**config.mk**
```make
export PLATFORM = sky130hd
export DESIGN_NAME = mem_arbiter_flat
export DESIGN_NICKNAME = d
export VERILOG_FILES = /design/src/vid_pkg.sv /design/src/vid_mem_if.sv /design/src/mem_arbiter.sv /design/src/flat_wrapper.sv
export SDC_FILE = /design/constraint.sdc
export NUM_CORES = 1
export LEC_CHECK = 0
export BUFFER_PORTS_ARGS = -buffer_cell sky130_fd_sc_hd__buf_4
export CAP_MARGIN = 10
export CELL_PAD_IN_SITES_DETAIL_PLACEMENT = 1
export CELL_PAD_IN_SITES_GLOBAL_PLACEMENT = 1
export CORE_MARGIN = 4
export CORE_UTILIZATION = 17
export DETAILED_ROUTE_END_ITERATION = 16
export PLACE_DENSITY_LB_ADDON = 0.1
export REMOVE_ABC_BUFFERS = 1
export SYNTH_ARGS = -nofsm -noshare
export SYNTH_HDL_FRONTEND = slang
export SYNTH_SLANG_ARGS = --single-unit
```
**constraint.sdc**
```tcl
create_clock -name clk_llc -period 1.49 [get_ports clk_llc]
set_clock_uncertainty 0.05 [all_clocks]
set_input_delay 0.0745 -clock clk_llc [delete_from_list [all_inputs] [get_ports clk_llc]]
set_output_delay 0.0745 -clock clk_llc [all_outputs]
set_load 0.02 [all_outputs]
```
**src/vid_pkg.sv**
```systemverilog
// --------------------
// geometry of the captured picture and the bank layout
// Q2.8 colour conversion constants and offsets
// pixel types and state enums shared by the capture path
// --------------------

package vid_pkg;

	// input and stored picture size
	localparam int in_line_pixels = 720;	// active pixels per decoder line
	localparam int out_width      = 180;
	localparam int out_height     = 120;
	localparam int h_decim        = 4;	// keep one pixel in four
	localparam int v_decim        = 2;	// keep one line in two

	localparam logic [15:0] bank_base = 16'h8000;	// word offset of bank 1
	localparam int          addr_w    = 15;		// pixel index inside a bank

	// conversion coefficients, Q2.8
	localparam logic [9:0] k_y  = 10'b01_0010_1010;	// 1.164
	localparam logic [9:0] k_rv = 10'b01_1001_1001;	// 1.596
	localparam logic [9:0] k_gv = 10'b00_1101_0000;	// 0.813
	localparam logic [9:0] k_gu = 10'b00_0110_0100;	// 0.392
	localparam logic [9:0] k_bu = 10'b10_0000_0100;	// 2.017

	localparam logic [9:0] y_ofs = 10'd64;	// 10 bit scale
	localparam logic [9:0] c_ofs = 10'd512;

	typedef struct packed {
		logic [4:0] r;
		logic [5:0] g;
		logic [4:0] b;
	} rgb565_t;

	typedef struct packed {
		logic [7:0] y;
		logic [7:0] cb;
		logic [7:0] cr;
	} ycc_t;

	typedef enum logic [1:0] {arb_idle, arb_vid_write, arb_host_read} arb_state_t;
	typedef enum logic [1:0] {rd_idle, rd_fetch, rd_done} rd_state_t;

endpackage
```
**src/vid_mem_if.sv**
```systemverilog
// --------------------
// one client port onto the shared frame RAM
// client and arbiter views
// --------------------

interface vid_mem_if;

	logic              req;	// held until gnt
	logic [15:0]       addr;	// bank bit on top
	vid_pkg::rgb565_t  wdata;
	logic              we;
	logic              gnt;	// one cycle per access
	vid_pkg::rgb565_t  rdata;	// valid the cycle after gnt on a read

	modport client (
		output req,
		output addr,
		output wdata,
		output we,
		input  gnt,
		input  rdata
	);

	modport arbiter (
		input  req,
		input  addr,
		input  wdata,
		input  we,
		output gnt,
		output rdata
	);

endinterface

```
**src/mem_arbiter.sv**
```systemverilog
// --------------------
// single RAM port arbiter
// video writes first, host reads otherwise
// --------------------

module mem_arbiter (
	input  logic              clk_llc,
	input  logic              resetx,
	vid_mem_if.arbiter        vid,
	vid_mem_if.arbiter        host,
	output logic [15:0]       ram_addr,
	output vid_pkg::rgb565_t  ram_wdata,
	output logic              ram_we,
	output logic              ram_re,
	input  vid_pkg::rgb565_t  ram_rdata
);

	vid_pkg::arb_state_t state, next_state;

	always_ff @(posedge clk_llc or negedge resetx)
	begin
		if (!resetx)
			state <= vid_pkg::arb_idle;
		else
			state <= next_state;
	end

	// one access per grant, always back through idle
	always_comb
	begin
		next_state = vid_pkg::arb_idle;
		if (state == vid_pkg::arb_idle)
		begin
			if (vid.req)
				next_state = vid_pkg::arb_vid_write;
			else if (host.req)
				next_state = vid_pkg::arb_host_read;
		end
	end

	// RAM controls follow the granted client
	always_comb
	begin
		vid.gnt   = 1'b0;
		host.gnt  = 1'b0;
		ram_addr  = host.addr;
		ram_wdata = host.wdata;
		ram_we    = 1'b0;
		ram_re    = 1'b0;
		case (state)
			vid_pkg::arb_vid_write:
			begin
				vid.gnt   = 1'b1;
				ram_addr  = vid.addr;
				ram_wdata = vid.wdata;
				ram_we    = vid.we;
			end
			vid_pkg::arb_host_read:
			begin
				host.gnt = 1'b1;
				ram_we   = host.we;
				ram_re   = ~host.we;
			end
			default:
			begin
				ram_we = 1'b0;	// idle
			end
		endcase
	end

	assign host.rdata = ram_rdata;
	assign vid.rdata  = ram_rdata;

endmodule

```
**src/flat_wrapper.sv**
```systemverilog
// flat-port wrapper written by rule: the top's interface ports become plain ports
module mem_arbiter_flat 
  (clk_llc, resetx, ram_addr, ram_wdata, ram_we, ram_re, ram_rdata, vid_req, vid_addr, vid_wdata, vid_we, vid_gnt, vid_rdata, host_req, host_addr, host_wdata, host_we, host_gnt, host_rdata);
  vid_mem_if vid_i ();
  vid_mem_if host_i ();
  input  logic clk_llc;
  input  logic resetx;
  output logic [15:0] ram_addr;
  output vid_pkg::rgb565_t ram_wdata;
  output logic ram_we;
  output logic ram_re;
  input  vid_pkg::rgb565_t ram_rdata;
  input wire logic [$bits(vid_i.req)-1:0] vid_req;
  input wire logic [$bits(vid_i.addr)-1:0] vid_addr;
  input wire logic [$bits(vid_i.wdata)-1:0] vid_wdata;
  input wire logic [$bits(vid_i.we)-1:0] vid_we;
  output wire logic [$bits(vid_i.gnt)-1:0] vid_gnt;
  output wire logic [$bits(vid_i.rdata)-1:0] vid_rdata;
  input wire logic [$bits(host_i.req)-1:0] host_req;
  input wire logic [$bits(host_i.addr)-1:0] host_addr;
  input wire logic [$bits(host_i.wdata)-1:0] host_wdata;
  input wire logic [$bits(host_i.we)-1:0] host_we;
  output wire logic [$bits(host_i.gnt)-1:0] host_gnt;
  output wire logic [$bits(host_i.rdata)-1:0] host_rdata;
  assign vid_i.req = vid_req;
  assign vid_i.addr = vid_addr;
  assign vid_i.wdata = vid_wdata;
  assign vid_i.we = vid_we;
  assign vid_gnt = vid_i.gnt;
  assign vid_rdata = vid_i.rdata;
  assign host_i.req = host_req;
  assign host_i.addr = host_addr;
  assign host_i.wdata = host_wdata;
  assign host_i.we = host_we;
  assign host_gnt = host_i.gnt;
  assign host_rdata = host_i.rdata;
  mem_arbiter u_core (.clk_llc(clk_llc), .resetx(resetx), .vid(vid_i), .host(host_i), .ram_addr(ram_addr), .ram_wdata(ram_wdata), .ram_we(ram_we), .ram_re(ram_re), .ram_rdata(ram_rdata));
endmodule
```
==> results.cfg, run 1 <==
[outcome]
status = finished, violations left
violated_checks = setup timing

[place]
placed_cells = 224
preCtsSetupSlack_ns = -0.0308
globalplace.congestion = 0.659
postPlaceCellArea_um2 = 1560
io_buffers = 105
hpwlAfterDp_um = 3460

[detailed_routing]
route.final.wire_length_um = 4130
via_per_inst = 4.02
via_count = 917
drc_errors = 0
ant_nets = 0
dr.pass1.iters = 4
wl_per_cell_um = 18.1
detail_route.iter0.violations = 8

[cts]
clkSinkCount = 2
cts.clk_slew.worst_paths_ns = 0.03
cts_tree = yes
clk_lat_worst_skew_ns = 0.21
clock_tree.htree_level_count = 1
cts-buffers-inserted = 3
cell_at_the_root_of_the_clock_tree = sky130_fd_sc_hd__clkbuf_8
clockBufferDepth = 2

[setup_path]
cp_data_required_time_ns = 1.37
cp_slowest_stage_delay_ns = 0.38
critPathSlowestCell = sky130_fd_sc_hd__dfrtp_1
end_kind = output pin
ff2ff_path_depth = 4
cp_max_fo = 12
setup.worst_path.start = u_core.state[1]
cp_cell_sequence = inv_2 > ha_4 > buf_12 > mux2_4 > buf_6
critPathLaunchType = flop
worst_reg2reg_path_startpoint = u_core.state[1]
reg2reg_setup_slack_ns = 0.44
timing.setup.critical_path_class = reg -> out
cp_data_arrival_time_ns = 1.47
rr_endpoint = u_core.state[1]

[finish]
largest_registers = u_core.state (2)
post_route_cells_drive_above_1_share_pct = 93.7
final_cell_area_um2 = 1740
largest_register_ffs = 2
area_growth_syn_to_layout_pct = 89.7
antenna-diode-count = 0
final_core_utilization_pct = 33.6
regMostFlops = u_core.state
stdcell_count = 228
nets = 249

[sta]
worst_slack_ns = -0.109
timing_worst_slew_pin_value_ns = 0.141
slew-limit-headroom_pct = 90.6
final_worst_path_period_share_pct = 107
setup-tns-final_ns = -3.05
hold_slack_ns = 0.0499
grt_setup_unrepaired = true
timing.final.crit_period_ns = 1.60
maxClockFrequency_ghz = 0.626
setup_viol_count_final = 33
drv_slew = 0
final_hold_viol_count = 0

[die]
dieArea_um2 = 6620
dieHeight_um = 81.4
initial_utilization_pct = 17.7
die_w_um = 81.4
io-pin-count = 154
core_um2 = 5170
fp-row-count = 26

[logic_synthesis]
post_synthesis_compound_gate_area_fraction_pct = 0.821
ys_seq_area_share_pct = 5.47
yosys_register_bits = 2
postSynthAreaPerCell_um2 = 11.4
post_synthesis_instance_area_um2 = 915
synth_cell_type_count = 12
synthXorXnorAreaFrac_pct = 0
synth-simple-area-share_pct = 3.01
syn_inst = 80
yosys.area_share.adder_pct = 4.10
dominant_combinational_cell_family_by_area_after_synthesis = multiplexers
synthesis_warning_total = 0
synth_mux_area_share_pct = 51.7

[pwr]
power_density_nw_per_um2 = 590
total_power_mw = 1.02
peakVddDrop_v = 0.000487
p_leak_nw = 0.906

[grt]
grt_max_degree = 13
grt_remaining_overflow = 0
grt_first_pass_wirelength_um = 5580
grt_antenna_before_repair = 0
via_count_of_the_first_global_routing_pass = 1012
grt_use_total_pct = 11.3

[hold_path]
whs_endpoint = u_core.state[0]
hold_path.startpoint = vid_req
min_path_type = in -> reg
hold_depth = 2

[job]
max_cap_violations = 0
==> logic make-up after synthesis <==
logic type,after synthesis
adders and majority gates,3
buffers and inverters,38
AOI/OAI and AO/OA,1
DFF,2
and+or+nand+nor,4
muxes,32
==> placed cells by master, fill, tap and decap left out, types with 2 or more instances in the layout <==
master	n
sky130_fd_sc_hd__buf_4	77
sky130_fd_sc_hd__mux2_4	30
sky130_fd_sc_hd__buf_6	30
sky130_fd_sc_hd__clkbuf_8	3
sky130_fd_sc_hd__buf_12	3
sky130_fd_sc_hd__nor2b_1	2
sky130_fd_sc_hd__mux2_2	2
sky130_fd_sc_hd__ha_1	2
sky130_fd_sc_hd__dfrtp_1	2
==> power by group <==
group | internal, mW | leakage, nW | switching [mW]
clock network | 0.171 | 0.0216 | 0.0441
logic | 0.459 | 0.858 | 0.287
registers | 0.0588 | 0.0260 | 0.00397
total | 0.689 | 0.906 | 0.335
==> how the worst max path moves through the flow <==
stage	to	slack [ns]	depth (start not counted)
6_report	ram_wdata[9]	-0.11	5
5_1_grt	ram_wdata[9]	-0.17	5
4_1_cts	ram_addr[15]	-0.13	5
3_5_place_dp	ram_addr[6]	-0.03	5
3_3_place_gp	ram_addr[13]	0.007	5
2_1_floorplan	ram_we	-1.07	4
==> synthesized netlist by cell type, drive strengths merged <==
master,n,area (um^2)
mux2,32,473
nor2b,2,12.5
dfrtp,2,50.1
buf,36,312
a22oi,1,7.51
and3b,1,8.76
inv,2,7.51
ha,3,37.5
and2,1,6.26
==> per-layer routing <==
| metal | vias to the layer above | global-route usage (%) | part of all wire, % |
|---|---|---|---|
| li1 | 395 | - | - |
| met5 | - | 4.17 | 0 |
| met2 | 108 | 18.1 | 44 |
| met1 | 412 | 10.8 | 33 |
| met3 | 2 | 9.42 | 22 |
| met4 | 0 | 2.53 | 0.34 |
==> final cells by class <==
class / count / area (um^2)
clock buffer: 3 / 41.3
tap: 70 / 87.6
sequential: 2 / 50.0
fill: 566 / 3440
multi-input combinational: 40 / 563
timing repair buffer: 111 / 986
inverter: 2 / 7.51
==> worst max-delay path, delay by kind of cell, from the launching register on <==
| family | cells | cell delay (ns) |
|---|---|---|
| fa+ha+maj | 1 | 0.19 |
| flops | 1 | 0.38 |
| mux | 1 | 0.32 |
| buf+inv | 3 | 0.38 |
==> repair_timing <==
item / 4_1_cts / 5_1_grt
endpoints found under the hold margin: 2 / 0
hold buffers: 1 / 0
setup endpoints to repair: 33 / 33
buffers inserted: 0 / 0
gates resized for setup: 33 / 0
Note: power is estimated with default switching activity, not from simulation.
==> run 2: changes to the inputs <==
--- a/config.mk
+++ b/config.mk
@@ -5,12 +5,13 @@
 export SDC_FILE = /design/constraint.sdc
 export NUM_CORES = 1
 export LEC_CHECK = 0
+export ABC_AREA = 1
 export BUFFER_PORTS_ARGS = -buffer_cell sky130_fd_sc_hd__buf_4
 export CAP_MARGIN = 10
 export CELL_PAD_IN_SITES_DETAIL_PLACEMENT = 1
 export CELL_PAD_IN_SITES_GLOBAL_PLACEMENT = 1
 export CORE_MARGIN = 4
-export CORE_UTILIZATION = 17
+export CORE_UTILIZATION = 15
 export DETAILED_ROUTE_END_ITERATION = 16
 export PLACE_DENSITY_LB_ADDON = 0.1
 export REMOVE_ABC_BUFFERS = 1
==> results.cfg, run 2 <==
[place]
globalplace.congestion = 0.671
postPlaceCellArea_um2 = 1530
hpwlAfterDp_um = 3390
io_buffers = 105

[finish]
commonest_cells_after_routing_fill_and_taps_aside = sky130_fd_sc_hd__buf_4, sky130_fd_sc_hd__inv_1, sky130_fd_sc_hd__nand2_1
nets = 321
regMostFlops = u_core.state
post_route_cells_drive_above_1_share_pct = 64.3
final_common_cell = sky130_fd_sc_hd__buf_4
antenna-diode-count = 0
final_cell_area_um2 = 1860
fillers = 754
largest_register_ffs = 2
area_growth_syn_to_layout_pct = 102
largest_registers = u_core.state (2)

[detailed_routing]
via_per_inst = 3.94
detail_route.iter0.violations = 12
ant_nets = 0
route.final.wire_length_um = 4380
via_count = 1201
drc_errors = 0
wl_per_cell_um = 14.4
dr.pass1.iters = 2

[sta]
final_worst_path_period_share_pct = 103
drv_slew = 0
setup_viol_count_final = 22
timing.final.crit_period_ns = 1.53
grt_setup_unrepaired = true
worst_slack_ns = -0.0383
slew-limit-headroom_pct = 86.4
final_hold_viol_count = 0
maxClockFrequency_ghz = 0.654
timing_worst_slew_pin_value_ns = 0.203

[grt]
grt_antenna_before_repair = 0
grtUsageMet2_pct = 13.7
grt_remaining_overflow = 0
met1_resource_use_gr_pct = 13.5
grt_use_total_pct = 10.6
grt_first_pass_wirelength_um = 6120
grt_max_degree = 22
via_count_of_the_first_global_routing_pass = 1185
groute.layer.met3.usage_pct = 7.41
grt_most_used_layer = met2

[logic_synthesis]
ys.flop_type = sky130_fd_sc_hd__dfrtp_1
most_common_cell_in_the_synthesized_netlist = sky130_fd_sc_hd__inv_1
yosys_register_bits = 2
post_synthesis_instance_area_um2 = 922
synth_area_leaders = sky130_fd_sc_hd__buf_4, sky130_fd_sc_hd__o21ai_2, sky130_fd_sc_hd__inv_1, sky130_fd_sc_hd__nand2_1, sky130_fd_sc_hd__buf_6
postSynthAreaPerCell_um2 = 6.07
synth_cell_type_count = 12
synth.top_cells.by_count = sky130_fd_sc_hd__inv_1, sky130_fd_sc_hd__nand2_1, sky130_fd_sc_hd__buf_4, sky130_fd_sc_hd__o21ai_2, sky130_fd_sc_hd__o21ai_0
synthesis_warning_total = 0
synth_top_area_cell = sky130_fd_sc_hd__buf_4
synth_enable_flop_cells = 0
asyncSetResetFlopFracSynth_pct = 100
ys_seq_area_share_pct = 5.43
synth_top_area_share_pct = 26.1
syn_inst = 152

[cts]
cts.clk_slew.worst_paths_ns = 0.03
cell_at_the_root_of_the_clock_tree = sky130_fd_sc_hd__clkbuf_8
clock_tree.htree_level_count = 1
clockBufferDepth = 2
clk_lat_worst_skew_ns = 0.21
clkSinkCount = 2
cts_tree = yes
cts-buffers-inserted = 3

[pwr]
p_comb_share_pct = 74.5
power.switching_uw = 431
sw_frac_of_total_pct = 39.3
peakVddDrop_v = 0.000289
p_leak_nw = 1.02
cell_internal_pwr_uw = 665
power_density_nw_per_um2 = 589
total_power_mw = 1.10
share_seq_of_total_power_pct = 5.7
clock_power_share_pct = 19.7

[setup_path]
worst_reg2reg_path_startpoint = u_core.state[0]
rr_endpoint = u_core.state[0]
timing.setup.critical_path_class = reg -> out
cp_data_arrival_time_ns = 1.40
cp_slowest_stage_delay_ns = 0.38
ff2ff_path_depth = 4
cp_data_required_time_ns = 1.37
setup.worst_path.start = u_core.state[1]
cp_max_fo = 6
cp-endpoint = ram_we
end_kind = output pin
reg2reg_setup_slack_ns = 0.55
cp_cell_sequence = inv_2 > ha_4 > buf_8 > nand2_4 > a21oi_4 > buf_6
critPathSlowestCell = sky130_fd_sc_hd__dfrtp_1
critPathLaunchType = flop

[die]
die_w_um = 86.4
core_um2 = 5960
dieArea_um2 = 7470
io-pin-count = 154
fp-row-count = 28
dieHeight_um = 86.4
initial_utilization_pct = 15.5

[outcome]
status = finished, violations left
violated_checks = setup timing

[job]
max_cap_violations = 0

[hold_path]
hold_depth = 3
min_path_type = in -> reg
hold_path.startpoint = host_req
run 2: worst min-delay path by stage:
stage,end,slack (ns)
6_report,u_core.state[1],0.03
5_1_grt,u_core.state[1],0.05
4_1_cts,u_core.state[1],0.03
3_5_place_dp,u_core.state[1],-0.19
3_3_place_gp,u_core.state[1],-0.19
2_1_floorplan,u_core.state[0],-0.27
run 2: kinds of logic after synthesis:
| group | Yosys count | share of synthesized area, % |
|---|---|---|
| flip-flops | 2 | 5.43 |
| AO/OA/AOI/OAI | 33 | 26.1 |
| adder cells (fa/ha/maj) | 3 | 4.07 |
| buffers and inverters | 76 | 49.0 |
| AND/OR/NAND/NOR | 38 | 15.5 |
run 2: per-layer routing:
layer / vias to the layer above / share of wire [%]
met1: 508 / 39
met5: - / 1.1
met4: 2 / 0.68
met2: 104 / 41
met3: 6 / 18
li1: 581 / -
run 2: layout make-up:
cell class	instances	area (um^2)	share of cell area [%]
Clock buffer	3	41.3	2.22
Timing Repair Buffer	114	1040	55.7
Multi-Input combinational cell	74	500	26.9
Inverter	37	139	7.45
Tap cell	75	93.8	5.04
Sequential cell	2	50.0	2.69
run 2: timing repair:
action                                  in CTS  in global routing
gates cloned                                 2                  1
hold endpoints to repair                     3                  0
buffers inserted                             1                  1
pin swaps                                    2                  2
hold buffers                                 2                  0
endpoints found under the setup margin      33                 33
resized for setup                           27                 29
run 2: worst max-delay path, delay by kind of cell (launching register included):
| family | cells | cell delay [ns] |
|---|---|---|
| adders and majority gates | 1 | 0.25 |
| DFF | 1 | 0.38 |
| and+or+nand+nor | 1 | 0.05 |
| AOI/OAI and AO/OA | 1 | 0.14 |
| buffers and inverters | 3 | 0.37 |
run 2: stage by stage:
step                      hold WS (ns)  util [%]  setup WS (ns)  instances  TNS [ns]
after detailed placement        -0.187      25.7          0.140        296         0
after floorplan                 -0.271         -          -1.36        113    -38.13
after global placement          -0.189      25.7          0.153        296         0
after global routing            0.0504      31.3         -0.111        305     -2.46
after CTS                       0.0338      29.2        -0.0678        304     -1.29
final                           0.0331      31.3        -0.0383        305    -0.331
run 2: power groups by stage:
stage,logic [mW],clock network [mW],registers (mW)
after detailed placement,0.662,0,0.0620
after global routing,0.881,0.231,0.0633
final,0.817,0.216,0.0628
after CTS,0.767,0.222,0.0630
after global placement,0.661,0,0.0619
after floorplan,0.314,0,0.0611
==> run 3: changes to the inputs <==
--- a/config.mk
+++ b/config.mk
@@ -6,15 +6,16 @@
 export NUM_CORES = 1
 export LEC_CHECK = 0
 export ABC_AREA = 1
-export BUFFER_PORTS_ARGS = -buffer_cell sky130_fd_sc_hd__buf_4
 export CAP_MARGIN = 10
 export CELL_PAD_IN_SITES_DETAIL_PLACEMENT = 1
 export CELL_PAD_IN_SITES_GLOBAL_PLACEMENT = 1
 export CORE_MARGIN = 4
-export CORE_UTILIZATION = 15
+export CORE_UTILIZATION = 34
 export DETAILED_ROUTE_END_ITERATION = 16
+export DONT_BUFFER_PORTS = 1
 export PLACE_DENSITY_LB_ADDON = 0.1
 export REMOVE_ABC_BUFFERS = 1
+export SLEW_MARGIN = 5
 export SYNTH_ARGS = -nofsm -noshare
 export SYNTH_HDL_FRONTEND = slang
 export SYNTH_SLANG_ARGS = --single-unit
==> results.cfg, run 3 (same netlist as run 2, synthesis figures left out) <==
[grt]
grt_use_total_pct = 17.5
via_count_of_the_first_global_routing_pass = 883
grt_max_degree = 19
grt_remaining_overflow = 0
grt_first_pass_wirelength_um = 4520
grt_antenna_before_repair = 0

[detailed_routing]
wl_per_cell_um = 20.4
dr.pass1.iters = 2
ant_nets = 0
drc_errors = 0
via_count = 853
via_per_inst = 5.11
detail_route.iter0.violations = 6
route.final.wire_length_um = 3400

[finish]
commonest_cells_after_routing_fill_and_taps_aside = sky130_fd_sc_hd__inv_1, sky130_fd_sc_hd__nand2_1, sky130_fd_sc_hd__o21ai_2
antenna-diode-count = 0
stdcell_count = 167
regMostFlops = u_core.state
largest_register_ffs = 2
area_growth_syn_to_layout_pct = 9.36
post_route_cells_drive_above_1_share_pct = 43.1
nets = 228
final_common_cell = sky130_fd_sc_hd__inv_1
largest_registers = u_core.state (2)
final_core_utilization_pct = 40.0
final_cell_area_um2 = 1010

[cts]
cts.repair_timing.setup_buffer_count = 0
clk_lat_worst_skew_ns = 0.22
clock_tree.htree_level_count = 1
clkSinkCount = 2
cell_at_the_root_of_the_clock_tree = sky130_fd_sc_hd__clkbuf_4
cts-buffers-inserted = 3
cts_tree = yes
clockBufferDepth = 2
cts.clk_slew.worst_paths_ns = 0.03

[pwr]
power.switching_uw = 346
total_power_uw = 699
p_leak_nw = 0.532
cell_internal_pwr_uw = 353
clock_power_share_pct = 16.7
power_density_nw_per_um2 = 693
peakVddDrop_v = 0.000383
share_seq_of_total_power_pct = 9.0
sw_frac_of_total_pct = 49.4
p_comb_share_pct = 74.3

[sta]
drv_slew = 0
setup-tns-final_ns = -0.500
timing_worst_slew_pin_value_ns = 0.396
maxClockFrequency_ghz = 0.652
worst_slack_ns = -0.0437
final_hold_viol_count = 0
final_worst_path_period_share_pct = 103
slew-limit-headroom_pct = 73.5
setup_viol_count_final = 18
timing.final.crit_period_ns = 1.53
grt_setup_unrepaired = true
hold_slack_ns = 0.0409

[place]
placed_cells = 159
globalplace.congestion = 0.627
hpwlAfterDp_um = 2790
postPlaceCellArea_um2 = 795
io_buffers = 0
preCtsSetupSlack_ns = 0.126

[setup_path]
end_kind = output pin
worst_reg2reg_path_startpoint = u_core.state[0]
cp_max_fo = 18
timing.setup.critical_path_class = reg -> out
setup.worst_path.start = u_core.state[0]
critPathLaunchType = flop
cp_data_arrival_time_ns = 1.41
cp_data_required_time_ns = 1.37

[die]
fp-row-count = 18
initial_utilization_pct = 36.6
dieHeight_um = 60.1
core_um2 = 2520
die_w_um = 60.1
io-pin-count = 154
dieArea_um2 = 3610

[outcome]
violated_checks = setup timing
status = finished, violations left

[hold_path]
min_path_type = in -> async

[job]
max_cap_violations = 0
==> run 3: cell count changes in the layout (fill, tap and decap cells not counted), sizes merged <==
| cell | previous run | this run |
|---|---|---|
| bufbuf | 0 | 2 |
| buf | 111 | 16 |
| clkbuf | 4 | 3 |
| dlygate4sd3 | 2 | 3 |
==> run 3: area by class of cell <==
class | instances | area [um^2]
Sequential cell | 2 | 50.0
Inverter | 37 | 139
Clock buffer | 3 | 22.5
Multi-Input combinational cell | 74 | 512
Timing Repair Buffer | 21 | 248
Fill cell | 324 | 1510
Tap cell | 30 | 37.5
==> run 3: worst max-delay path, stage by stage (launching register included) <==
cell and delay, ns:
sky130_fd_sc_hd__dfrtp_1 0.40, sky130_fd_sc_hd__ha_4 0.21, sky130_fd_sc_hd__bufbuf_16 0.30, sky130_fd_sc_hd__o21ai_2 0.28
==> run 3: worst paths after layout <==
check | to | slack [ns] | depth (start not counted)
setup / recovery | ram_addr[7] | -0.04 | 3
hold / removal | u_core.state[0] | 0.04 | 1
setup reg to reg | u_core.state[1] | 0.52 | 4
hold reg to reg | u_core.state[0] | 0.70 | 4
max in group asynchronous | u_core.state[1] | 1.22 | 1
min in group clk_llc | host_rdata[12] | 0.10 | 0
==> run 3: metal layers <==
| layer | vias up | GRT usage [%] | wire length (um) |
|---|---|---|---|
| met4 | 2 | 3.80 | 3 |
| met3 | 2 | 16.2 | 789 |
| met2 | 110 | 30.6 | 1640 |
| met1 | 345 | 13.7 | 949 |
| met5 | - | 9.52 | 17 |
| li1 | 394 | - | - |
==> run 3: repair_timing <==
action | 4_1_cts | 5_1_grt
resized for setup | 6 | 26
hold buffers | 3 | 0
setup endpoints to repair | 17 | 32
gates cloned | 2 | 0
endpoints found under the hold margin | 4 | 0
pin swaps | 1 | 1
==> run 3: power by group through the flow <==
stage | sequential (mW) | clock [mW] | combinational, mW
global placement | 0.0619 | 0 | 0.420
CTS | 0.0630 | 0.123 | 0.497
floorplan | 0.0611 | 0 | 0.314
finish | 0.0628 | 0.117 | 0.520
global route | 0.0635 | 0.124 | 0.558
detailed placement | 0.0621 | 0 | 0.427
